$ cat config.mk
export PLATFORM = sky130hd
export DESIGN_NAME = hdd_request_latch
export DESIGN_NICKNAME = d
export VERILOG_FILES = /design/src/rtl/hdd_bridge_pkg.sv /design/src/rtl/hdd_request_latch.sv
export VERILOG_INCLUDE_DIRS = /design/src /design/src/rtl
export SDC_FILE = /design/constraint.sdc
export NUM_CORES = 1
export LEC_CHECK = 0
export ABC_CLOCK_PERIOD_IN_PS = 1100
export BUFFER_PORTS_ARGS = -buffer_cell sky130_fd_sc_hd__buf_2
export CAP_MARGIN = 10
export CELL_PAD_IN_SITES_DETAIL_PLACEMENT = 1
export CELL_PAD_IN_SITES_GLOBAL_PLACEMENT = 2
export CORE_MARGIN = 4
export CORE_UTILIZATION = 23
export DETAILED_ROUTE_END_ITERATION = 6
export GPL_TIMING_DRIVEN = 1
export PLACE_DENSITY = 0.82
export SLEW_MARGIN = 20
export SYNTH_ARGS = -nofsm -noshare
export SYNTH_HDL_FRONTEND = slang
export SYNTH_SLANG_ARGS = --single-unit
$ cat constraint.sdc
create_clock -name clk_sys -period 1.1 [get_ports clk_sys]
set_input_delay 0.275 -clock clk_sys [delete_from_list [all_inputs] [get_ports clk_sys]]
set_output_delay 0.275 -clock clk_sys [all_outputs]
set_load 0.05 [all_outputs]
$ cat src/rtl/hdd_bridge_config.svh
`ifndef HDD_BRIDGE_CONFIG_SVH
`define HDD_BRIDGE_CONFIG_SVH

// Two hard-disk units, as the host block service exposes them
`define HDD_UNITS 2

// One sector is 512 bytes, so the buffer needs 9 address bits
`define HDD_BUFF_AW 9
`define HDD_SECTOR_BYTES 512

// Sector number as the core presents it
`define HDD_SECTOR_W 16

// Block address on the host side
`define HDD_LBA_W 32

// Buffer data is byte wide on both ports
`define HDD_DATA_W 8

`endif

$ cat src/rtl/hdd_bridge_pkg.sv
`include "hdd_bridge_config.svh"

package hdd_bridge_pkg;

	// One request from the core
	// Read and write are single-cycle pulses
	typedef struct packed {
		logic                         read;
		logic                         write;
		logic [$clog2(`HDD_UNITS)-1:0] unit;
		logic [`HDD_SECTOR_W-1:0]     sector;
	} hdd_req_t;

	// Request toward the host block service
	// One read and one write strobe per unit, shared block address
	typedef struct packed {
		logic [`HDD_LBA_W-1:0] lba;
		logic [`HDD_UNITS-1:0] rd;
		logic [`HDD_UNITS-1:0] wr;
	} host_req_t;

	// One access to the sector buffer
	typedef struct packed {
		logic [`HDD_BUFF_AW-1:0] addr;
		logic [`HDD_DATA_W-1:0]  wdata;
		logic                    we;
	} buff_port_t;

	// Image status per unit
	// Protect marks a read-only image
	typedef struct packed {
		logic [`HDD_UNITS-1:0] mounted;
		logic [`HDD_UNITS-1:0] protect;
	} mount_state_t;

endpackage

$ cat src/rtl/hdd_request_latch.sv
`timescale 1ns/1ps

module hdd_request_latch
	import hdd_bridge_pkg::*;
(
	input  logic     clk_sys,
	input  logic     reset,
	input  hdd_req_t core_req,
	input  logic     busy,
	input  logic     done,
	output hdd_req_t pending_req,
	output logic     pending
);

	logic req_pulse;
	logic accept;

	// Either operation pulse counts as a request
	assign req_pulse = core_req.read | core_req.write;

	// Only take a new request when nothing is queued or in service
	// Pulses that arrive while the core should be waiting are dropped
	assign accept = req_pulse & ~pending & ~busy;

	// Pending level
	// Rises one cycle after the pulse, drops on the done pulse
	always_ff @(posedge clk_sys) begin
		if (reset) begin
			pending <= 1'b0;
		end else if (done) begin
			pending <= 1'b0;
		end else if (accept) begin
			pending <= 1'b1;
		end
	end

	// Operation, unit and sector of the accepted request
	// Held until the next accepted pulse, so a dropped pulse leaves them alone
	// Cleared on reset so the strobe steering starts from a known unit
	always_ff @(posedge clk_sys) begin
		if (reset) begin
			pending_req <= '0;
		end else if (accept) begin
			pending_req <= core_req;
		end
	end

endmodule

# After elaboration in Yosys (flattened, before gate mapping)
# Cells that the tools add are included.
# Widths: inputs -> output; s select.
[totals] register_bits=20 out_inout_bits=20
[op_classes] bitwise_logic=5 n_reduce_logical=1
[ops] operator="$and 1x1->1" count=2
[ops] operator="$not 1->1" count=2
[ops] operator="$reduce_or 2->1" count=1
[ops] operator="$or 1x1->1" count=1

# Depth between registers and ports, before layout
[depth] ltp_word=3 depth_mapped=5 ltp_nobuf=3

# Worst setup path before layout
# No wires, ideal clock.
[synth_path] kind="reg-to-reg" start="register pending" end="register pending" t_arrival_ns=1.227 setup_slack_ns=-0.242 path_stages_with_launch=5 path_buffers=2 path_cell_list="dfxtp_1 nor3_2 buf_6 buf_12 o21a_1"
[synth_between] elab_chain_cells=3
[synth_lines] item="start, declared" line_no="hdd_request_latch.sv:12" source="output logic pending"
[synth_lines] item="start signal, assigned" line_no="hdd_request_latch.sv:29" source="pending <= 1'b0;"
[synth_lines] item="start signal, assigned" line_no="hdd_request_latch.sv:31" source="pending <= 1'b0;"
[synth_lines] item="start signal, assigned" line_no="hdd_request_latch.sv:33" source="pending <= 1'b1;"
[synth_lines] item="$not 1->1" line_no="hdd_request_latch.sv:23" source="assign accept = req_pulse & ~pending & ~busy;"
[synth_lines] item="$and 1x1->1 (2 in series)" line_no="hdd_request_latch.sv:23"
# Every way passes these cells.
# A chain may end at the register's enable or synchronous reset.

# Worst setup path after layout
[layout_path] start="register pending" end="register pending_req[10] (netlist bit)"
[layout_between] elab_chain_cells=3
[layout_lines] item="$not 1->1" line_no="hdd_request_latch.sv:23"
[layout_lines] item="$and 1x1->1 (2 in series)" line_no="hdd_request_latch.sv:23"
[layout_lines] item="end signal, assigned" line_no="hdd_request_latch.sv:44" source="pending_req <= core_req;"
[layout_lines] item="end, declared" line_no="hdd_request_latch.sv:11" source="output hdd_req_t pending_req,"
# Every way passes these cells.

==> impl_results.md <==
- Max-slew violation count: 0
- Global-route usage over all layers: 9.15%
- Startpoint of the worst setup timing path: pending$_SDFFE_PP0P_
- Peak Freq: 898 MHz
- Wire length of the first global-routing pass: 3650 µm
- Violated checks: setup timing
- Class of the tightest hold or removal check: in2reg
- CTS clock-pin slew for the worst setup and hold paths: 80 ps
- Core Region: 0.00369 mm²
- Detailed Place HPWL: 1660 µm
- Worst slew margin: 69.2%
- Count of inserted antenna diode cells: 0
- Leakage power total: 0.000616 µW
- Top cell type's share of synthesized area: 44.9%
- TritonRoute pass-1 iters: 3
- Ys flop type: sky130_fd_sc_hd__dfxtp_1
- TritonCTS clock tree: yes
- Routability congestion estimate from global placement: 0.775
- Final WS setup: -14.2 ps
- Vias per inst: 4.14
- Chip Height: 70.2 µm
- Net Count, Synth: 110
- Wirelength, routed: 2320 µm
- Starting utilization of the core area: 24.2%
- # port buffers: 42
- Area growth from synthesis to layout: 58.6%
- Sequential share of power: 41.5%
- CTS Root Cell: sky130_fd_sc_hd__clkbuf_8
- Most instantiated cells after synthesis: 34 x sky130_fd_sc_hd__nand2b_1, 20 x sky130_fd_sc_hd__dfxtp_1, 17 x sky130_fd_sc_hd__mux2i_1
- Async set or reset register ratio after synthesis: 0%
- Total power after layout: 1960 µW
- Final sum of negative setup slack: -25.2 ps
- Sequential share of the synthesized area: 44.9%
- Portion of the clock cycle consumed by the worst path in the final layout: 101%
- Design internal power: 1390 µW
- Fraction of layout cells with a size suffix above 1: 47.7%
- Power spent charging and discharging nets: 561 µW
- Worst EP arrival: 1300 ps
- Worst Path Class, Setup: reg2reg
- Worst endpoint required time: 1290 ps
- Cell row count: 22
- Number of standard cells after synthesis: 87
- # IOs: 43
- Clock Latency Late Sink: 260 ps
- Critical path destination: pending_req[10]$_SDFFE_PP0P_
- Critical hold path startpoint: core_req[1]
- Width of the die: 70.2 µm
- Mean Syn Cell Area: 10.2 µm²
- Total gr overflow: 0
- Final Hold Viols: 0
- Initial antenna violation count: 0
- Worst Hold Margin: 257 ps
- Cell accounting for the most synthesized area: sky130_fd_sc_hd__dfxtp_1
- Initial DRC Count: 20
- Number of vias in the routed layout: 745
- Clock sinks: 20
- Total of hold buffers inserted after clock tree synthesis: 0
- Pin count of the biggest net entering global routing: 38
- R2R Path End: pending_req[10]$_SDFFE_PP0P_
- Startpoint of the lowest-slack register-to-register path: pending$_SDFFE_PP0P_
- Combinational cell fraction of total power: 25.7%
- TritonCTS buffer count: 3
- Count of distinct cell types in the synthesized netlist: 13
- Total of max-cap violations: 0
- Total Die Area: 0.00493 mm²
- Type of element launching the critical path: flop
- Setup crit end kind: flop
- Syn. warnings: 0
- Most frequent cell after synthesis: sky130_fd_sc_hd__nand2b_1
- Count of nets left with antenna violations after detail routing: 0
- Critical path peak fanout: 9
- Outcome: finished with violations
- Setup repair after global routing missed its margin: yes
- Final-layout fill cell count: 431
- Post-detailed-route DRC marker count: 0
- Slew @ Worst Pin: 463 ps
- Number of buffers between clock root and the deepest sink: 2
- Clock Skews: 7.90 ps
- Synth Cell Area: 891 µm²
- Via count of the first global-routing pass: 780
- Number of enable flip-flop cells after synthesis: 0
- Worst R2R Path Depth: 4
- Number of flip-flops and latches in the synthesized netlist: 20
- Count of H-tree levels built during CTS: 1
- Peak VDD IR: 0.398 mV
- Final-report setup violation count: 3
- Wire per inst: 12.9 µm
- Minimum setup slack among reg-to-reg paths: -10 ps
- Final min period: 1110 ps
- Switching part of the total: 28.7%
- Final cell utilization of the core: 38.3%
- Power Density: 1380 mW/mm²
- Nets@finish: 156
- Share of power burned in the clock network: 32.9%
- Top cells by area in the synthesized netlist: sky130_fd_sc_hd__dfxtp_1 45%, sky130_fd_sc_hd__nand2b_1 24%, sky130_fd_sc_hd__mux2i_1 19%
## metrics by stage
stage / cells / instance area, µm² / worst slack (ps)
after floorplan: 87 / 895 / -31.2
final: 180 / 1410 / -14.2
after global placement: 173 / 1160 / -21.8
after CTS: 177 / 1300 / -16.5
after global routing: 180 / 1410 / -80.1
after detailed placement: 173 / 1160 / -75.2
## power by group through the flow
stage / Combinational (µW) / Clock [µW] / Sequential [µW]
6_report: 502 / 643 / 811
5_1_grt: 531 / 699 / 817
4_1_cts: 459 / 668 / 802
3_5_place_dp: 422 / 0 / 812
3_3_place_gp: 411 / 0 / 810
2_1_floorplan: 137 / 0 / 975
## final cells by class
cell class	instances	area [µm²]	area share (%)
Multi-Input combinational cell	61	458	32.4
Sequential cell	20	413	29.2
Clock buffer	4	66.3	4.69
Tap cell	48	60.1	4.25
Timing Repair Buffer	47	415	29.4
## layout by cell type (no fill, tap or decap), drive strengths merged
cell type	instances
clkbuf	5
or3b	2
nor3	1
nor2	2
mux2i	17
o21a	1
buf	46
nand2	2
a21oi	2
nand2b	34
dfxtp	20
## flip-flops by register name, indices dropped and copies added, names as in the netlist
name and cells:
pending_req 19, pending 1
## how the worst min path moves through the flow
stage / to / depth (start not counted)
6_report: pending_req[1]$_SDFFE_PP0P_ / 3
5_1_grt: pending$_SDFFE_PP0P_ / 3
4_1_cts: pending$_SDFFE_PP0P_ / 3
3_5_place_dp: pending_req[17]$_SDFFE_PP0P_ / 2
3_3_place_gp: pending_req[17]$_SDFFE_PP0P_ / 2
2_1_floorplan: pending$_SDFFE_PP0P_ / 2
## critical path, cell delays in order (launching register included)
cell,delay [ps]
sky130_fd_sc_hd__dfxtp_4,370
sky130_fd_sc_hd__nor3_4,210
sky130_fd_sc_hd__buf_6,140
sky130_fd_sc_hd__buf_12,130
sky130_fd_sc_hd__mux2i_1,200
## routing by layer
metal | vias up | share of wire (%) | global-route usage [%]
met5 | - | 0 | 0
met4 | 0 | 1.8 | 4.47
met3 | 5 | 4.5 | 1.44
met2 | 25 | 54 | 17.2
met1 | 342 | 39 | 9.75
li1 | 373 | - | -
## what timing repair did
item / CTS / global route
buffers inserted: 0 / 2
cloned: 0 / 1
gates resized for setup: 27 / 23
pin swaps: 0 / 1
endpoints found under the setup margin: 23 / 32
## kinds of logic after synthesis
family | Yosys count | share of synthesized area [%]
AOI/OAI and AO/OA | 3 | 1.97
and+or+nand+nor | 41 | 28.7
buffers and inverters | 6 | 5.34
DFF | 20 | 44.9
muxes | 17 | 19.1
No activity file was read; power rests on OpenSTA's default activity.
