==> src/rtl/hdd_bridge_config.svh <==
`ifndef HDD_BRIDGE_CONFIG_SVH
`define HDD_BRIDGE_CONFIG_SVH

// Two hard-disk units, as the host block service exposes them
`define HDD_UNITS 2

// One sector is 512 bytes, so the buffer needs 9 address bits
`define HDD_BUFF_AW 9
`define HDD_SECTOR_BYTES 512

// Sector number as the core presents it
`define HDD_SECTOR_W 16

// Block address on the host side
`define HDD_LBA_W 32

// Buffer data is byte wide on both ports
`define HDD_DATA_W 8

`endif

==> src/rtl/hdd_bridge_pkg.sv <==
`include "hdd_bridge_config.svh"

package hdd_bridge_pkg;

	// One request from the core
	// Read and write are single-cycle pulses
	typedef struct packed {
		logic                         read;
		logic                         write;
		logic [$clog2(`HDD_UNITS)-1:0] unit;
		logic [`HDD_SECTOR_W-1:0]     sector;
	} hdd_req_t;

	// Request toward the host block service
	// One read and one write strobe per unit, shared block address
	typedef struct packed {
		logic [`HDD_LBA_W-1:0] lba;
		logic [`HDD_UNITS-1:0] rd;
		logic [`HDD_UNITS-1:0] wr;
	} host_req_t;

	// One access to the sector buffer
	typedef struct packed {
		logic [`HDD_BUFF_AW-1:0] addr;
		logic [`HDD_DATA_W-1:0]  wdata;
		logic                    we;
	} buff_port_t;

	// Image status per unit
	// Protect marks a read-only image
	typedef struct packed {
		logic [`HDD_UNITS-1:0] mounted;
		logic [`HDD_UNITS-1:0] protect;
	} mount_state_t;

endpackage

==> src/rtl/hdd_host_sequencer.sv <==
`timescale 1ns/1ps
`include "hdd_bridge_config.svh"

module hdd_host_sequencer
	import hdd_bridge_pkg::*;
(
	input  logic                  clk_sys,
	input  logic                  reset,
	input  hdd_req_t              pending_req,
	input  logic                  pending,
	input  logic [`HDD_UNITS-1:0] sd_ack,
	input  logic [`HDD_UNITS-1:0] img_mounted,
	input  logic                  img_readonly,
	input  logic [63:0]           img_size,
	output host_req_t             host_req,
	output logic                  host_ack,
	output logic                  busy,
	output logic                  done,
	output logic                  cpu_wait,
	output mount_state_t          mount
);

	localparam logic ST_IDLE    = 1'b0;
	localparam logic ST_SERVING = 1'b1;

	logic state;
	logic rd_strobe;
	logic wr_strobe;
	logic ack_d;
	logic ack_rise;
	logic ack_fall;

	// Acknowledge of the unit held in the latch
	// The unit is stable for the whole transfer
	assign host_ack = sd_ack[pending_req.unit];

	// Edges against last cycle's acknowledge
	assign ack_rise = host_ack & ~ack_d;
	assign ack_fall = ~host_ack & ack_d;

	assign busy = (state == ST_SERVING);

	// Done pulse in the same cycle the falling edge is seen
	// Latch drops pending on the same edge that returns us to idle,
	// so the old request is not picked up a second time
	assign done = busy & ack_fall;

	// Sector number zero-extended into the host block address
	assign host_req.lba = `HDD_LBA_W'(pending_req.sector);

	// Steer each strobe to the latched unit only
	assign host_req.rd = `HDD_UNITS'(rd_strobe) << pending_req.unit;
	assign host_req.wr = `HDD_UNITS'(wr_strobe) << pending_req.unit;

	always_ff @(posedge clk_sys) begin
		if (reset) begin
			state     <= ST_IDLE;
			rd_strobe <= 1'b0;
			wr_strobe <= 1'b0;
			cpu_wait  <= 1'b0;
			ack_d     <= 1'b0;
		end else begin
			ack_d <= host_ack;
			if (state == ST_IDLE) begin
				// Start service as soon as a request is latched
				// Strobe and wait both rise on this edge
				if (pending) begin
					state     <= ST_SERVING;
					rd_strobe <= pending_req.read;
					// Read wins if both pulses came together
					wr_strobe <= pending_req.write & ~pending_req.read;
					cpu_wait  <= 1'b1;
				end
			end else begin
				if (ack_rise) begin
					// Host has taken the request
					rd_strobe <= 1'b0;
					wr_strobe <= 1'b0;
				end else if (ack_fall) begin
					// Transfer finished, release the core
					state    <= ST_IDLE;
					cpu_wait <= 1'b0;
				end
			end
		end
	end

	// Mount status per unit
	// Set from the image size and read-only flag on the mount pulse
	always_ff @(posedge clk_sys) begin
		if (reset) begin
			mount <= '0;
		end else begin
			for (int u = 0; u < `HDD_UNITS; u++) begin
				if (img_mounted[u]) begin
					// Empty image means the unit is unmounted
					mount.mounted[u] <= (img_size != 64'd0);
					mount.protect[u] <= img_readonly;
				end
			end
		end
	end

endmodule

==> config.mk <==
export PLATFORM = sky130hd
export DESIGN_NAME = hdd_host_sequencer
export DESIGN_NICKNAME = d
export VERILOG_FILES = /design/src/rtl/hdd_bridge_pkg.sv /design/src/rtl/hdd_host_sequencer.sv
export VERILOG_INCLUDE_DIRS = /design/src /design/src/rtl
export SDC_FILE = /design/constraint.sdc
export NUM_CORES = 1
export LEC_CHECK = 0
export BUFFER_PORTS_ARGS = -buffer_cell sky130_fd_sc_hd__buf_2
export CORE_MARGIN = 2
export CORE_UTILIZATION = 24
export CTS_BUF_LIST = sky130_fd_sc_hd__clkbuf_4 sky130_fd_sc_hd__clkbuf_8
export CTS_CLUSTER_SIZE = 20
export DETAILED_ROUTE_END_ITERATION = 8
export PLACE_DENSITY_LB_ADDON = 0.15
export SLEW_MARGIN = 20
export SYNTH_ARGS = -nofsm -noshare
export SYNTH_HDL_FRONTEND = slang
export SYNTH_SLANG_ARGS = --single-unit
==> constraint.sdc <==
create_clock -name clk_sys -period 1.2 [get_ports clk_sys]
set_input_delay 0.3 -clock clk_sys [delete_from_list [all_inputs] [get_ports clk_sys]]
set_output_delay 0.3 -clock clk_sys [all_outputs]
set_load 0.02 [all_outputs]
# ---- Word level (Yosys, flattened, before mapping)
# Index checks and enable logic that the tools add are counted.
dict set report word_totals {
  out_inout_bits 44
  in_bits 91
  elab_cells 41
  register_bits 9
}
dict set report classes {
  shifts 2
  order_cmp 1
  muxes 15
  n_eq_ne 3
  reduce_logical 4
  bitwise_logic 7
}
# cell n
set ops {}
lappend ops {{64-bit nonzero test} 1}
lappend ops {{1-bit 2-to-1 mux} 15}
lappend ops {{1-bit bitwise AND} 4}
lappend ops {{2-bit by 1-bit != test with 1-bit output (second input constant)} 2}
lappend ops {{1-bit by 1-bit left shift with 2-bit output} 2}
lappend ops {{1-bit inverter} 3}
lappend ops {{3-bit AND reduction} 1}
lappend ops {{1-bit by 2-bit < comparator with 1-bit output (second input constant)} 1}
lappend ops {{2-bit != test (second input constant)} 1}
lappend ops {{2-bit AND reduction} 1}
lappend ops {{2-bit nonzero test} 1}

# ---- Logic depth before layout (Yosys ltp)
dict set report depth {
  word_depth 7
  ltp_mapped 5
  mapped_depth_nobuf 5
}

# ---- Worst setup path before layout
# OpenSTA, ideal clock, no wires.
dict set report synth_timing {
  path_type {input -> register}
  from {input port img_size[8]}
  to {register mount[2] in the netlist's numbering}
  path_stages 4
  setup_ns 0.129
  arrival_time_ns 1.073
  required_time_ns 1.071
  slack_ns -0.002
  path_cell_list {nor4_1 nand4_1 nor4_2 a211oi_1}
}
dict set report synth_via {
  elab_chain_len 1
}
# element line
set synth_lines {}
lappend synth_lines {{start, declared} hdd_host_sequencer.sv:14} ;# input logic [63:0] img_size,
lappend synth_lines {{64-bit nonzero test} hdd_host_sequencer.sv:97} ;# mount.mounted[u] <= (img_size != 64'd0);
lappend synth_lines {{end, declared} hdd_host_sequencer.sv:20} ;# output mount_state_t mount
# Every way passes these cells.
# A chain may end at the register's enable or synchronous reset.

# ---- Worst setup path in the final report
dict set report layout_timing {
  from {input port pending_req[16] in the netlist's numbering}
  to {output port done}
}
dict set report layout_via {
  elab_chain_len 5
}
# element line
set layout_lines {}
lappend layout_lines {{start, declared} hdd_host_sequencer.sv:9} ;# input hdd_req_t pending_req,
lappend layout_lines {{1-bit 2-to-1 mux (not written as such) (2 in a row)} hdd_host_sequencer.sv:35} ;# assign host_ack = sd_ack[pending_req.unit];
lappend layout_lines {{1-bit inverter} hdd_host_sequencer.sv:39} ;# assign ack_fall = ~host_ack & ack_d;
lappend layout_lines {{1-bit bitwise AND} hdd_host_sequencer.sv:39}
lappend layout_lines {{1-bit bitwise AND} hdd_host_sequencer.sv:46} ;# assign done = busy & ack_fall;
lappend layout_lines {{end, declared} hdd_host_sequencer.sv:18} ;# output logic done,
# Every way passes these cells. The select of a mux whose other input is x is not followed.

==> summary.txt <==
Drt
  • Routed Antenna Nets: 0
  • Final wirelength: 2670 um
  • Via count: 883
  • Via density: 4.46
  • 1st-iter DRT viols: 14
  • Residual DRC: 0
  • Drt first pass iters: 4
  • Drt wl/cell: 13.5 um

Critical path
  • Worst-path fanout max: 2
  • Crit path DAT: 0.94 ns
  • Worst Setup Start Kind: primary input
  • CP Class: primary input to output pin
  • CP Data Required Time: 0.90 ns
  • Crit end category: output pin

Yosys
  • Share of the synthesized area in the top cell type: 0.328
  • Top cells by area in the synthesized netlist: buf_4, dfxtp_1, nor4_1
  • Primary FF master, synth: dfxtp_1
  • Synth Area in Compound Gates: 0.0717
  • Async S/R FF share, synth: 0
  • Most common cell in the netlist: buf_4
  • Dominant cell type by area after synthesis: buf_4
  • Mux cell area share after synthesis: 0.0410
  • Sequential fraction of the synthesis area: 0.246
  • Main combinational cell family by area after synthesis: buffers and inverters
  • Synthesized area per cell: 8.06 um^2
  • Synth unique cells: 18
  • Post-synth EDFFs: 0
  • Cell count after synthesis: 91
  • Simple-gate share of the synthesized area: 0.288
  • Post-Synth XOR/XNOR Area: 0
  • Post-synth top cells: buf_4, nor4_1, dfxtp_1
  • YS warnings: 0
  • Post-Synth Adder-Cell Area: 0
  • #FFs+latches synth: 9
  • Cell Area, Synth: 733 um^2

Status
  • Failing checks: negative setup slack
  • Outcome: finished, violations left

Global route
  • First-pass GRT wire length: 3650 um
  • Total gr overflow: 0
  • Total global-route track usage: 0.137
  • Largest net degree at the start of global routing: 9
  • Vias in the first global route: 789
  • Initial antenna violation count: 0

STA
  • Fin worst setup slack: -0.0426 ns
  • Pins over their slew limit: 0
  • Final Hold Vio Count: 0
  • Clock Skews: 0.00138 ns
  • Hold WS: 0.254 ns
  • Tmin final: 1.24 ns
  • Max Clk Rate: 805 MHz
  • RSZ-0062 raised after global routing: yes
  • Final setup violation count: 1
  • Period utilization: 1.04
  • Fin Setup TNS: -0.0426 ns

Cells and area
  • Share of cells above drive strength 1: 0.685
  • Nets: 257
  • ANT cells: 0
  • Area growth syn-to-layout: 77.6%
  • Final Cell Area: 1300 um^2

Floorplanning
  • Core Rows: 20
  • Die area: 3510 um^2
  • Core area: 2980 um^2
  • Io pins: 135
  • Die W: 59.3 um
  • Starting Density: 0.246
  • Die height: 59.3 um

Min path
  • Worst Hold Class: primary input to flop

Clock tree
  • H-tree level count: 1
  • Clock root buffer: clkbuf_4
  • TritonCTS Buffers: 3
  • Skew-Pair Late Insertion Delay: 0.26 ns
  • CTS Hold Bufs: 0
  • Clock transition at path regs: 0.06 ns
  • CTS tree: built
  • Clock sinks: 9
  • Clk buf depth: 2

Power
  • Maximum vdd drop: 0.269 mV
  • Pwr dens: 730 nW/um^2
  • Overall Power: 0.951 mW
  • Static Leakage: 0.642 nW

Place
  • Pre-CTS setup slack: -0.251 ns
  • Placer Congestion: 0.747
  • # port buffers: 86
  • Dpl hpwl: 2080 um
  • Dpl cell area: 1050 um^2

Flow run
  • Max-cap viol count: 0
metrics by stage:
stage | instances | utilization
after global placement | 194 | 0.353
after global routing | 198 | 0.437
after CTS | 198 | 0.376
after floorplan | 106 | -
final | 198 | 0.437
after detailed placement | 194 | 0.353
metal layers:
layer	GRT usage	vias up	wire length (um)
met1	0.168	405	886
li1	-	428	-
met2	0.223	36	1490
met4	0.0877	0	93
met5	0	-	0
met3	0.0197	14	205
cell type report:
cell class                 count  area [um^2]
tap                           33         41.3
timing repair buffer          88          529
clock buffer                   4         30.0
inverter                       3         11.3
fill                         321         1680
multi-input combinational     61          504
sequential                     9          186
worst max-delay path, cell delays in order:
cell and delay (ns):
buf_6 0.08, mux2i_4 0.22, and3_4 0.22, buf_6 0.12
cells in the final DEF (no fill, tap or decap):
| master | Yosys | layout |
|---|---|---|
| nor2b_1 | 3 | 1 |
| o21a_1 | 2 | 2 |
| nor2b_4 | 0 | 2 |
| clkbuf_4 | 0 | 4 |
| conb_1 | 1 | 16 |
| buf_2 | 0 | 72 |
| nor4_2 | 2 | 6 |
| dfxtp_1 | 9 | 6 |
| dfxtp_4 | 0 | 1 |
| nand4_1 | 4 | 4 |
| a32oi_1 | 1 | 1 |
| nor4_4 | 0 | 6 |
| a211oi_1 | 2 | 2 |
| and2_1 | 2 | 1 |
| dfxtp_2 | 0 | 2 |
| inv_1 | 3 | 2 |
| buf_6 | 0 | 13 |
| a31oi_1 | 1 | 1 |
| nor2_1 | 8 | 8 |
| and3_4 | 0 | 1 |
| buf_4 | 32 | 3 |
| mux2i_1 | 3 | 2 |
| a22oi_1 | 1 | 1 |
| nor4_1 | 15 | 5 |
| mux2i_4 | 0 | 1 |
| inv_2 | 0 | 1 |
| and2_4 | 0 | 1 |
sequential cells by signal, indices dropped and copies added, names as in the netlist:
register and cells:
ack_d 1, cpu_wait 1, busy 1, wr_strobe 1, rd_strobe 1, mount 4
cells by family (layout without fill, tap and decap cells):
family | Yosys count | after routing
AOI/OAI and AO/OA | 7 | 7
muxes | 3 | 3
other | 1 | 16
and+or+nand+nor | 35 | 35
DFF | 9 | 9
buffers and inverters | 36 | 95
power by group:
part | switching [mW] | total [mW] | internal (mW)
Clock | 0.113 | 0.264 | 0.151
Combinational | 0.182 | 0.354 | 0.172
Sequential | 0.0134 | 0.332 | 0.319
worst paths after layout:
| path | start | to | slack [ns] | depth (start not counted) |
|---|---|---|---|---|
| worst max-delay path | pending_req[16] | done | -0.04 | 4 |
| worst min register to register | cpu_wait | cpu_wait | 0.46 | 1 |
| worst min-delay path | pending | busy | 0.25 | 2 |
| worst max register to register | busy | wr_strobe | 0.18 | 4 |
timing repair:
| action | in CTS | in global routing |
|---|---|---|
| buffers inserted | 0 | 0 |
| resized for setup | 13 | 30 |
| setup endpoints to repair | 5 | 8 |
| pin swaps | 1 | 10 |
Note: power is estimated with default switching activity, not from simulation.
